## src/include/core_defines.svh

```systemverilog
// Width and reset-value macros for the integer pipeline, included ahead of packages and stages
`ifndef CORE_DEFINES_SVH
`define CORE_DEFINES_SVH

//////////////////////////////////////////////////
// Datapath sizing
//////////////////////////////////////////////////

// Data and PC width
`define XLEN_W 32

// Register index width, five bits for x0..x31
`define REG_ADDR_W 5

// Architectural integer registers, x0 included
`define NUM_REGS 32

//////////////////////////////////////////////////
// Reset values
//////////////////////////////////////////////////

// Pipeline payload and register file contents
`define DATA_RST_VAL {`XLEN_W{1'b0}}

// Destination index in pipeline registers
`define ADDR_RST_VAL {`REG_ADDR_W{1'b0}}

// Strobes and write enables
`define CTRL_RST_VAL 1'b0

`endif

```

## src/rtl/isa_pkg.sv

```systemverilog
// Instruction-set encodings for the supported RV32I integer ops, imported by the decoder
`include "core_defines.svh"

package isa_pkg;

  //////////////////////////////////////////////////
  // Major opcodes
  //////////////////////////////////////////////////

  // Only the ALU-type opcodes are kept
  typedef enum logic [6:0] {
    OPC_OP     = 7'b0110011,
    OPC_OP_IMM = 7'b0010011,
    OPC_LUI    = 7'b0110111,
    OPC_AUIPC  = 7'b0010111
  } opcode_e;

  // funct3 selects the ALU function
  localparam logic [2:0] F3_ADD_SUB = 3'b000;
  localparam logic [2:0] F3_SLL     = 3'b001;
  localparam logic [2:0] F3_SLT     = 3'b010;
  localparam logic [2:0] F3_SLTU    = 3'b011;
  localparam logic [2:0] F3_XOR     = 3'b100;
  localparam logic [2:0] F3_SRL_SRA = 3'b101;
  localparam logic [2:0] F3_OR      = 3'b110;
  localparam logic [2:0] F3_AND     = 3'b111;

  // funct7 values, bit 5 marks SUB and arithmetic shift
  localparam logic [6:0] F7_BASE = 7'b0000000;
  localparam logic [6:0] F7_ALT  = 7'b0100000;

  // R-type field layout, MSB first
  typedef struct packed {
    logic [6:0]             funct7;
    logic [`REG_ADDR_W-1:0] rs2;
    logic [`REG_ADDR_W-1:0] rs1;
    logic [2:0]             funct3;
    logic [`REG_ADDR_W-1:0] rd;
    opcode_e                opcode;
  } instr_t;

endpackage

```

## src/rtl/pipe_pkg.sv

```systemverilog
// Micro-architecture types shared by the pipeline stages: ALU ops, operand selects, bypass bus
`include "core_defines.svh"

package pipe_pkg;

  //////////////////////////////////////////////////
  // ALU control
  //////////////////////////////////////////////////

  typedef enum logic [3:0] {
    ALU_ADD  = 4'd0,
    ALU_SUB  = 4'd1,
    ALU_AND  = 4'd2,
    ALU_OR   = 4'd3,
    ALU_XOR  = 4'd4,
    ALU_SLT  = 4'd5,
    ALU_SLTU = 4'd6,
    ALU_SLL  = 4'd7,
    ALU_SRL  = 4'd8,
    ALU_SRA  = 4'd9
  } alu_op_e;

  // Operand A source
  // PC for AUIPC, zero for LUI
  typedef enum logic [1:0] {
    OP_A_REG  = 2'd0,
    OP_A_PC   = 2'd1,
    OP_A_ZERO = 2'd2
  } op_a_sel_e;

  // Operand B source
  typedef enum logic {
    OP_B_REG = 1'b0,
    OP_B_IMM = 1'b1
  } op_b_sel_e;

  //////////////////////////////////////////////////
  // Bypass bus
  //////////////////////////////////////////////////

  // One in-flight result offered back to decode
  // valid already includes the write enable
  typedef struct packed {
    logic                   valid;
    logic [`REG_ADDR_W-1:0] rd;
    logic [`XLEN_W-1:0]     data;
  } fwd_t;

endpackage

```

## src/rtl/id_ex_if.sv

```systemverilog
// Decoded instruction bundle passed from decode to execute
`timescale 1ns/1ps
`include "core_defines.svh"

interface id_ex_if
  import pipe_pkg::*;
();

  // One-cycle strobe per issued instruction
  logic                   valid;
  alu_op_e                alu_op;
  logic [`XLEN_W-1:0]     operand_a;
  logic [`XLEN_W-1:0]     operand_b;
  logic [`REG_ADDR_W-1:0] rd;
  logic                   we;

  // Decode side
  modport decode (output valid, alu_op, operand_a, operand_b, rd, we);

  // Execute side
  modport execute (input valid, alu_op, operand_a, operand_b, rd, we);

endinterface

```

## src/rtl/ex_wb_if.sv

```systemverilog
// Executed result bundle passed from execute to the result stage
`timescale 1ns/1ps
`include "core_defines.svh"

interface ex_wb_if ();

  // High for one cycle per result
  logic                   valid;
  logic [`REG_ADDR_W-1:0] rd;
  logic [`XLEN_W-1:0]     data;
  logic                   we;

  // Execute side
  modport execute (output valid, rd, data, we);

  // Result side
  modport result (input valid, rd, data, we);

endinterface

```

## src/rtl/decode_stage.sv

```systemverilog
// Decode stage: field split, immediates, EX/WB bypass, operand muxes and ID/EX register
`timescale 1ns/1ps
`include "core_defines.svh"

module decode_stage
  import isa_pkg::*, pipe_pkg::*;
(
  input  logic                   clk,
  input  logic                   rst_n,
  input  logic                   instr_valid_i,
  input  instr_t                 instr_i,
  input  logic [`XLEN_W-1:0]     pc_i,
  output logic [`REG_ADDR_W-1:0] rs1_addr_o,
  output logic [`REG_ADDR_W-1:0] rs2_addr_o,
  input  logic [`XLEN_W-1:0]     rs1_data_i,
  input  logic [`XLEN_W-1:0]     rs2_data_i,
  input  fwd_t                   fwd_ex_i,
  input  fwd_t                   fwd_res_i,
  id_ex_if.decode                id_ex
);

  logic [`XLEN_W-1:0] instr_bits;
  logic [`XLEN_W-1:0] imm_i;
  logic [`XLEN_W-1:0] imm_u;
  logic [`XLEN_W-1:0] imm_shamt;
  logic [`XLEN_W-1:0] imm_b;
  logic [`XLEN_W-1:0] rs1_fwd;
  logic [`XLEN_W-1:0] rs2_fwd;
  logic [`XLEN_W-1:0] operand_a;
  logic [`XLEN_W-1:0] operand_b;
  logic               legal;
  logic               we;
  logic               is_shift;
  alu_op_e            alu_op;
  op_a_sel_e          op_a_sel;
  op_b_sel_e          op_b_sel;

  // funct3 to ALU op, alt is instr bit 30
  function automatic alu_op_e alu_from_funct3(input logic [2:0] f3, input logic alt);
    case (f3)
      F3_ADD_SUB: return alt ? ALU_SUB : ALU_ADD;
      F3_SLL:     return ALU_SLL;
      F3_SLT:     return ALU_SLT;
      F3_SLTU:    return ALU_SLTU;
      F3_XOR:     return ALU_XOR;
      F3_SRL_SRA: return alt ? ALU_SRA : ALU_SRL;
      F3_OR:      return ALU_OR;
      F3_AND:     return ALU_AND;
    endcase
  endfunction

  // Bypass select, execute beats result beats register file
  function automatic logic [`XLEN_W-1:0] fwd_pick(
    input logic [`REG_ADDR_W-1:0] addr,
    input logic [`XLEN_W-1:0]     rf_data,
    input fwd_t                   ex_src,
    input fwd_t                   res_src
  );
    if (addr != '0 && ex_src.valid && ex_src.rd == addr)
      return ex_src.data;
    else if (addr != '0 && res_src.valid && res_src.rd == addr)
      return res_src.data;
    else
      return rf_data;
  endfunction

  //////////////////////////////////////////////////
  // Fields and immediates
  //////////////////////////////////////////////////

  assign instr_bits = instr_i;
  assign rs1_addr_o = instr_i.rs1;
  assign rs2_addr_o = instr_i.rs2;

  // I-type, sign extended from bit 31
  assign imm_i     = {{20{instr_bits[31]}}, instr_bits[31:20]};
  // U-type, low 12 bits zero
  assign imm_u     = {instr_bits[31:12], 12'b0};
  // Shift amount only, funct7 stripped
  assign imm_shamt = {27'b0, instr_bits[24:20]};

  assign is_shift = (instr_i.funct3 == F3_SLL) || (instr_i.funct3 == F3_SRL_SRA);

  // Opcode decode
  always_comb
  begin
    legal    = 1'b0;
    we       = 1'b0;
    alu_op   = ALU_ADD;
    op_a_sel = OP_A_REG;
    op_b_sel = OP_B_IMM;
    imm_b    = imm_i;
    case (instr_i.opcode)
      OPC_OP:
      begin
        op_b_sel = OP_B_REG;
        alu_op   = alu_from_funct3(instr_i.funct3, instr_i.funct7[5]);
        // Alt funct7 only on SUB and SRA
        legal    = (instr_i.funct7 == F7_BASE) ||
                   ((instr_i.funct7 == F7_ALT) &&
                    ((instr_i.funct3 == F3_ADD_SUB) || (instr_i.funct3 == F3_SRL_SRA)));
        we       = 1'b1;
      end
      OPC_OP_IMM:
      begin
        // Bit 30 is immediate data except on shifts
        alu_op = alu_from_funct3(instr_i.funct3,
                                 instr_i.funct7[5] && (instr_i.funct3 == F3_SRL_SRA));
        imm_b  = is_shift ? imm_shamt : imm_i;
        legal  = !is_shift || (instr_i.funct7 == F7_BASE) ||
                 ((instr_i.funct7 == F7_ALT) && (instr_i.funct3 == F3_SRL_SRA));
        we     = 1'b1;
      end
      OPC_LUI:
      begin
        op_a_sel = OP_A_ZERO;
        imm_b    = imm_u;
        legal    = 1'b1;
        we       = 1'b1;
      end
      OPC_AUIPC:
      begin
        op_a_sel = OP_A_PC;
        imm_b    = imm_u;
        legal    = 1'b1;
        we       = 1'b1;
      end
      // Anything else is dropped, no strobe
      default:
      begin
        legal = 1'b0;
      end
    endcase
  end

  //////////////////////////////////////////////////
  // Bypass and operand muxes
  //////////////////////////////////////////////////

  assign rs1_fwd = fwd_pick(instr_i.rs1, rs1_data_i, fwd_ex_i, fwd_res_i);
  assign rs2_fwd = fwd_pick(instr_i.rs2, rs2_data_i, fwd_ex_i, fwd_res_i);

  always_comb
  begin
    case (op_a_sel)
      OP_A_PC:   operand_a = pc_i;
      OP_A_ZERO: operand_a = '0;
      default:   operand_a = rs1_fwd;
    endcase
  end

  assign operand_b = (op_b_sel == OP_B_REG) ? rs2_fwd : imm_b;

  //////////////////////////////////////////////////
  // ID/EX register
  //////////////////////////////////////////////////

  always_ff @(posedge clk or negedge rst_n)
  begin
    if (!rst_n)
    begin
      id_ex.valid     <= `CTRL_RST_VAL;
      id_ex.alu_op    <= ALU_ADD;
      id_ex.operand_a <= `DATA_RST_VAL;
      id_ex.operand_b <= `DATA_RST_VAL;
      id_ex.rd        <= `ADDR_RST_VAL;
      id_ex.we        <= `CTRL_RST_VAL;
    end
    else
    begin
      // Illegal ops never reach execute
      id_ex.valid <= instr_valid_i & legal;
      if (instr_valid_i)
      begin
        id_ex.alu_op    <= alu_op;
        id_ex.operand_a <= operand_a;
        id_ex.operand_b <= operand_b;
        id_ex.rd        <= instr_i.rd;
        id_ex.we        <= we;
      end
    end
  end

endmodule

```

## src/rtl/execute_stage.sv

```systemverilog
// Execute stage: integer ALU, bypass source for decode and the EX/result register
`timescale 1ns/1ps
`include "core_defines.svh"

module execute_stage
  import pipe_pkg::*;
(
  input  logic      clk,
  input  logic      rst_n,
  id_ex_if.execute  id_ex,
  ex_wb_if.execute  ex_wb,
  output fwd_t      fwd_ex_o
);

  logic [`XLEN_W-1:0] alu_result;
  logic [4:0]         shamt;

  // Shifts only look at the low five bits of B
  assign shamt = id_ex.operand_b[4:0];

  //////////////////////////////////////////////////
  // ALU
  //////////////////////////////////////////////////

  always_comb
  begin
    case (id_ex.alu_op)
      ALU_ADD:  alu_result = id_ex.operand_a + id_ex.operand_b;
      ALU_SUB:  alu_result = id_ex.operand_a - id_ex.operand_b;
      ALU_AND:  alu_result = id_ex.operand_a & id_ex.operand_b;
      ALU_OR:   alu_result = id_ex.operand_a | id_ex.operand_b;
      ALU_XOR:  alu_result = id_ex.operand_a ^ id_ex.operand_b;
      // Compares give 0 or 1
      ALU_SLT:
      begin
        alu_result = {31'b0, $signed(id_ex.operand_a) < $signed(id_ex.operand_b)};
      end
      ALU_SLTU:
      begin
        alu_result = {31'b0, id_ex.operand_a < id_ex.operand_b};
      end
      ALU_SLL:  alu_result = id_ex.operand_a << shamt;
      ALU_SRL:  alu_result = id_ex.operand_a >> shamt;
      // Sign bit fills from the left
      ALU_SRA:  alu_result = $unsigned($signed(id_ex.operand_a) >>> shamt);
      default:  alu_result = '0;
    endcase
  end

  // Youngest bypass source, still combinational
  assign fwd_ex_o.valid = id_ex.valid & id_ex.we;
  assign fwd_ex_o.rd    = id_ex.rd;
  assign fwd_ex_o.data  = alu_result;

  //////////////////////////////////////////////////
  // EX/result register
  //////////////////////////////////////////////////

  always_ff @(posedge clk or negedge rst_n)
  begin
    if (!rst_n)
    begin
      ex_wb.valid <= `CTRL_RST_VAL;
      ex_wb.rd    <= `ADDR_RST_VAL;
      ex_wb.data  <= `DATA_RST_VAL;
      ex_wb.we    <= `CTRL_RST_VAL;
    end
    else
    begin
      ex_wb.valid <= id_ex.valid;
      // Payload held between results
      if (id_ex.valid)
      begin
        ex_wb.rd   <= id_ex.rd;
        ex_wb.data <= alu_result;
        ex_wb.we   <= id_ex.we;
      end
    end
  end

endmodule

```

## src/rtl/result_stage.sv

```systemverilog
// Result stage: integer register file, x0 handling, older bypass source and result outputs
`timescale 1ns/1ps
`include "core_defines.svh"

module result_stage
  import pipe_pkg::*;
(
  input  logic                   clk,
  input  logic                   rst_n,
  ex_wb_if.result                ex_wb,
  input  logic [`REG_ADDR_W-1:0] rs1_addr_i,
  input  logic [`REG_ADDR_W-1:0] rs2_addr_i,
  output logic [`XLEN_W-1:0]     rs1_data_o,
  output logic [`XLEN_W-1:0]     rs2_data_o,
  output fwd_t                   fwd_res_o,
  output logic                   result_valid_o,
  output logic [`REG_ADDR_W-1:0] result_rd_o,
  output logic [`XLEN_W-1:0]     result_data_o
);

  // x0 has no storage
  logic [`XLEN_W-1:0] regs [1:`NUM_REGS-1];
  logic               wr_en;

  //////////////////////////////////////////////////
  // Register file
  //////////////////////////////////////////////////

  // Writes to x0 are dropped here only
  assign wr_en = ex_wb.valid & ex_wb.we & (ex_wb.rd != '0);

  always_ff @(posedge clk or negedge rst_n)
  begin
    if (!rst_n)
    begin
      for (int i = 1; i < `NUM_REGS; i++)
      begin
        regs[i] <= `DATA_RST_VAL;
      end
    end
    else if (wr_en)
    begin
      regs[ex_wb.rd] <= ex_wb.data;
    end
  end

  // Asynchronous reads, x0 hardwired to zero
  // Same-cycle write is covered by the bypass in decode
  assign rs1_data_o = (rs1_addr_i == '0) ? '0 : regs[rs1_addr_i];
  assign rs2_data_o = (rs2_addr_i == '0) ? '0 : regs[rs2_addr_i];

  //////////////////////////////////////////////////
  // Bypass and result ports
  //////////////////////////////////////////////////

  // One stage older than the execute source
  assign fwd_res_o.valid = ex_wb.valid & ex_wb.we;
  assign fwd_res_o.rd    = ex_wb.rd;
  assign fwd_res_o.data  = ex_wb.data;

  // Strobe shows x0 writes too
  assign result_valid_o = ex_wb.valid;
  assign result_rd_o    = ex_wb.rd;
  assign result_data_o  = ex_wb.data;

endmodule

```

## src/rtl/int_pipe_top.sv

```systemverilog
// Top level of the three-stage integer pipeline, plain ports toward the testbench
`timescale 1ns/1ps
`include "core_defines.svh"

module int_pipe_top
  import pipe_pkg::*;
(
  input  logic                   clk,
  input  logic                   rst_n,
  input  logic                   instr_valid_i,
  input  logic [`XLEN_W-1:0]     instr_i,
  input  logic [`XLEN_W-1:0]     pc_i,
  output logic                   result_valid_o,
  output logic [`REG_ADDR_W-1:0] result_rd_o,
  output logic [`XLEN_W-1:0]     result_data_o
);

  // Register read path
  logic [`REG_ADDR_W-1:0] rs1_addr;
  logic [`REG_ADDR_W-1:0] rs2_addr;
  logic [`XLEN_W-1:0]     rs1_data;
  logic [`XLEN_W-1:0]     rs2_data;

  // Bypass sources back to decode
  fwd_t fwd_ex;
  fwd_t fwd_res;

  // Stage links
  id_ex_if id_ex_bus ();
  ex_wb_if ex_wb_bus ();

  decode_stage u_decode (
    .clk           (clk),
    .rst_n         (rst_n),
    .instr_valid_i (instr_valid_i),
    .instr_i       (instr_i),
    .pc_i          (pc_i),
    .rs1_addr_o    (rs1_addr),
    .rs2_addr_o    (rs2_addr),
    .rs1_data_i    (rs1_data),
    .rs2_data_i    (rs2_data),
    .fwd_ex_i      (fwd_ex),
    .fwd_res_i     (fwd_res),
    .id_ex         (id_ex_bus.decode)
  );

  execute_stage u_execute (
    .clk      (clk),
    .rst_n    (rst_n),
    .id_ex    (id_ex_bus.execute),
    .ex_wb    (ex_wb_bus.execute),
    .fwd_ex_o (fwd_ex)
  );

  result_stage u_result (
    .clk            (clk),
    .rst_n          (rst_n),
    .ex_wb          (ex_wb_bus.result),
    .rs1_addr_i     (rs1_addr),
    .rs2_addr_i     (rs2_addr),
    .rs1_data_o     (rs1_data),
    .rs2_data_o     (rs2_data),
    .fwd_res_o      (fwd_res),
    .result_valid_o (result_valid_o),
    .result_rd_o    (result_rd_o),
    .result_data_o  (result_data_o)
  );

endmodule

```

## config.mk

```make
export PLATFORM = sky130hd
export DESIGN_NAME = int_pipe_top
export DESIGN_NICKNAME = d
export VERILOG_FILES = /design/src/rtl/isa_pkg.sv /design/src/rtl/pipe_pkg.sv /design/src/rtl/id_ex_if.sv /design/src/rtl/ex_wb_if.sv /design/src/rtl/decode_stage.sv /design/src/rtl/execute_stage.sv /design/src/rtl/result_stage.sv /design/src/rtl/int_pipe_top.sv
export VERILOG_INCLUDE_DIRS = /design/src /design/src/include
export SDC_FILE = /design/constraint.sdc
export NUM_CORES = 2
export LEC_CHECK = 0
export ABC_AREA = 0
export BUFFER_PORTS_ARGS = -buffer_cell sky130_fd_sc_hd__buf_2
export CORE_MARGIN = 3
export CORE_UTILIZATION = 35
export DETAILED_ROUTE_END_ITERATION = 16
export PLACE_DENSITY = 0.6
export SKIP_LAST_GASP = 1
export SLEW_MARGIN = 40
export SYNTH_ARGS = -nofsm -noshare
export SYNTH_HDL_FRONTEND = slang
export SYNTH_SLANG_ARGS = --single-unit
```

## constraint.sdc

```tcl
create_clock -name clk -period 4.4 [get_ports clk]
set_clock_uncertainty 0.05 [all_clocks]
set_input_delay 0.22 -clock clk [delete_from_list [all_inputs] [get_ports clk]]
set_output_delay 0.22 -clock clk [all_outputs]
set_load 0.03 [all_outputs]
```

==> results.cfg <==
[yosys]
async_flop_share_pct = 100.0
synth_ff_type = dfrtp_1
synth_compound_area_share_pct = 9.307
synth_warnings = 0
syn_nets = 5425
synth_top_family_by_area = multiplexers
synth_edf_count = 0
synthCells = 5253
syn-mean-instance-area_um2 = 12.93
ys_ff_latch = 1106
synth_area_um2 = 67950
synth_xor_xnor_area_share_pct = 0.3480
yosysUniqueCellTypes = 99
yosysSeqAreaShare_pct = 40.73
synth_fa_ha_area_share_pct = 1.956
synth_simple_gate_area_share_pct = 4.431
muxShareOfSynthArea_pct = 39.43

[status]
status = finished clean

[clock_tree]
clock-root-buffer = clkbuf_16
h-tree-depth = 3
clkSlewWorstSetupHoldPaths_ns = 0.06
clk_latency_ns = 0.76
cts_tree = built
cts_max_path_buffers = 3
clock-sinks = 1106
cts_buffers = 116

[final_layout]
final_area_um2 = 77100
area_delta_synth_final_pct = 13.47
nFillCells = 17858
final_cell_mix = mux2_2 (1096), dfrtp_1 (1086), mux4_2 (591)
nNetsFinal = 5470
layout.area.seq_um2 = 27700
final_common_cell = mux2_2
drive_gt1_share_pct = 44.16
multi_input_area_um2 = 38000
post-route-util_pct = 39.99

[place]
dp_hpwl_um = 169100
portBuffers = 104
gp_congestion = 0.9872
dpl-instance-area_um2 = 72570

[detailed_routing]
drt_first_iter_violations = 5913
drtAntennaViolNets = 0
first_pass_iters = 7
vias = 50270
viasPerCell = 6.346
drc = 0
wire_per_inst_um = 32.32
drt-total-wl_um = 256000

[sta]
fin_setup_tns_ns = 0
rsz0062_at_grt = false
hold_violations = 0
worst_pin_slew_ns = 0.9437
setup_viol = 0
period_share_pct = 97.03
relSlewSlack_pct = 36.42
timing.final.crit_period_ns = 4.269
slew_viol_final = 0
max_freq_mhz = 234.2

[power_and_ir_drop]
power-per-cell-area_nw_per_um2 = 314.3
peakVddDrop_uv = 335.5
power_leakage_nw = 34.22

[critical_path]
crit_path_start_kind = flip-flop
crit_path_cell_trace = ha_1, fa_1, o21bai_2, o2111ai_2, a2111oi_4, buf_4, a211oi_4, o41ai_4, a41oi_4, o31ai_4, a21oi_1, nor4b_1, o21ai_1
cp.required_ns = 4.99
end_kind = flip-flop
critPathSlowestCell = dfrtp_4
arrival_ns = 4.86
critical_path.max_stage_delay_ns = 0.50
critPathMaxFanout = 5
path_class = flip-flop to flip-flop

[job]
maxCapViolCount = 0

[grt]
grt_pass1_vias = 50170
grt-ovfl-total = 0
grt_pass1_wl_um = 369200
antenna_found_initial = 12
grt_max_degree = 123
grtUsageTotal_pct = 25.28

[floorplan]
die_h_um = 446.6
ios = 105
core_um2 = 192800
fp.dieArea_um2 = 199500
rows = 161
initial_core_util_pct = 35.25
die_x_um = 446.6

[min_path]
hold_class = input port to asynchronous set/reset pin
-- where the power goes --
group          total (mW)  internal [mW]  switching, mW
clock                10.2           5.81           4.37
combinational        3.29          0.947           2.34
sequential           10.8           10.3          0.472
total                24.2           17.1           7.18
-- worst max-delay path: cells and delay by family (launching register included) --
kind / cells / cell delay [ns]
fa+ha+maj: 2 / 0.68
simple gates: 1 / 0.37
flops: 1 / 0.50
buf+inv: 1 / 0.19
compound gates: 9 / 2.35
-- cell families after synthesis --
logic type,count (synthesis)
flip-flops,1106
XOR/XNOR,27
buffers and inverters,626
multiplexers,1800
AO/OA/AOI/OAI,921
AND/OR/NAND/NOR,668
adder cells (fa/ha/maj),105
-- worst paths after layout --
path	start	depth (start not counted)	slack, ns	endpoint
worst max-delay path	u_decode.id_ex.operand_b[0]$_DFFE_PN0P_	13	0.13	u_decode.id_ex.operand_a[0]$_DFFE_PN0P_
worst min-delay path	rst_n	3	0.06	u_result.regs[291]$_DFFE_PN0P_
worst max register to register	u_decode.id_ex.operand_b[0]$_DFFE_PN0P_	13	0.13	u_decode.id_ex.operand_a[0]$_DFFE_PN0P_
worst min register to register	u_result.regs[696]$_DFFE_PN0P_	2	0.46	u_result.regs[696]$_DFFE_PN0P_
max in group asynchronous	rst_n	4	3.07	u_result.regs[89]$_DFFE_PN0P_
min in group clk	instr_i[2]	4	0.16	u_decode.id_ex.we$_DFFE_PN0P_
-- state kept, by name, indices dropped and copies added, names as in the netlist, 4 cells and up --
signal,count
u_result.regs,992
u_decode.id_ex.alu_op,4
u_execute.ex_wb.data,32
u_decode.id_ex.operand_b,32
u_execute.ex_wb.rd,5
u_decode.id_ex.rd,5
u_decode.id_ex.operand_a,32
-- metal layers --
layer / track usage, % / vias up / wire [um]
met4: 12.64 / 0 / 14190
met3: 4.557 / 619 / 20510
met5: 0 / - / 0
li1: - / 20363 / -
met1: 33.51 / 26784 / 102700
met2: 39.88 / 2504 / 118600
-- Yosys cell counts, drive strengths merged (34+ instances only) --
cell type  count  area [um2]
a211oi        39       305.3
a21oi        245        1226
nor2         243       914.6
nor3          34       170.2
ha           103        1289
mux2        1097       12360
a221oi        50       444.2
dfrtp       1106       27680
o21ai        176       880.8
a22oi         52       390.4
nand2        226       850.8
mux2i        112        1121
a22o          65       569.3
inv          109       409.1
mux4         591       13310
clkbuf       339        1303
buf          174       855.8
-- stage by stage --
stage	hold slack [ns]	instances	setup slack [ns]	power (mW)
CTS	0.007488	7915	0.07328	24.38
floorplan	-0.1256	5253	0.1443	12.63
finish	0.05972	7922	0.1306	24.23
global placement	0.2834	7644	0.08637	14.13
detailed placement	0.08287	7648	0.1006	14.15
global route	0.06752	7916	0.006976	25.00
-- layout make-up --
cell class | instances | share of cell area [%]
multi-input cells | 3521 | 49.28
well taps | 2526 | 4.099
flip-flops and latches | 1106 | 35.93
clock inverters | 43 | 0.6329
diodes | 6 | 0.01947
inverters | 113 | 0.5501
clock buffers | 167 | 4.443
repair buffers | 440 | 5.042
-- what timing repair did --
action / 4_1_cts / 5_1_grt
resized for setup: 0 / 3
buffers inserted: 0 / 1
hold buffers: 57 / 0
setup endpoints to repair: 0 / 9
hold endpoints to repair: 357 / 0
Power figures use the tool's default switching activity.
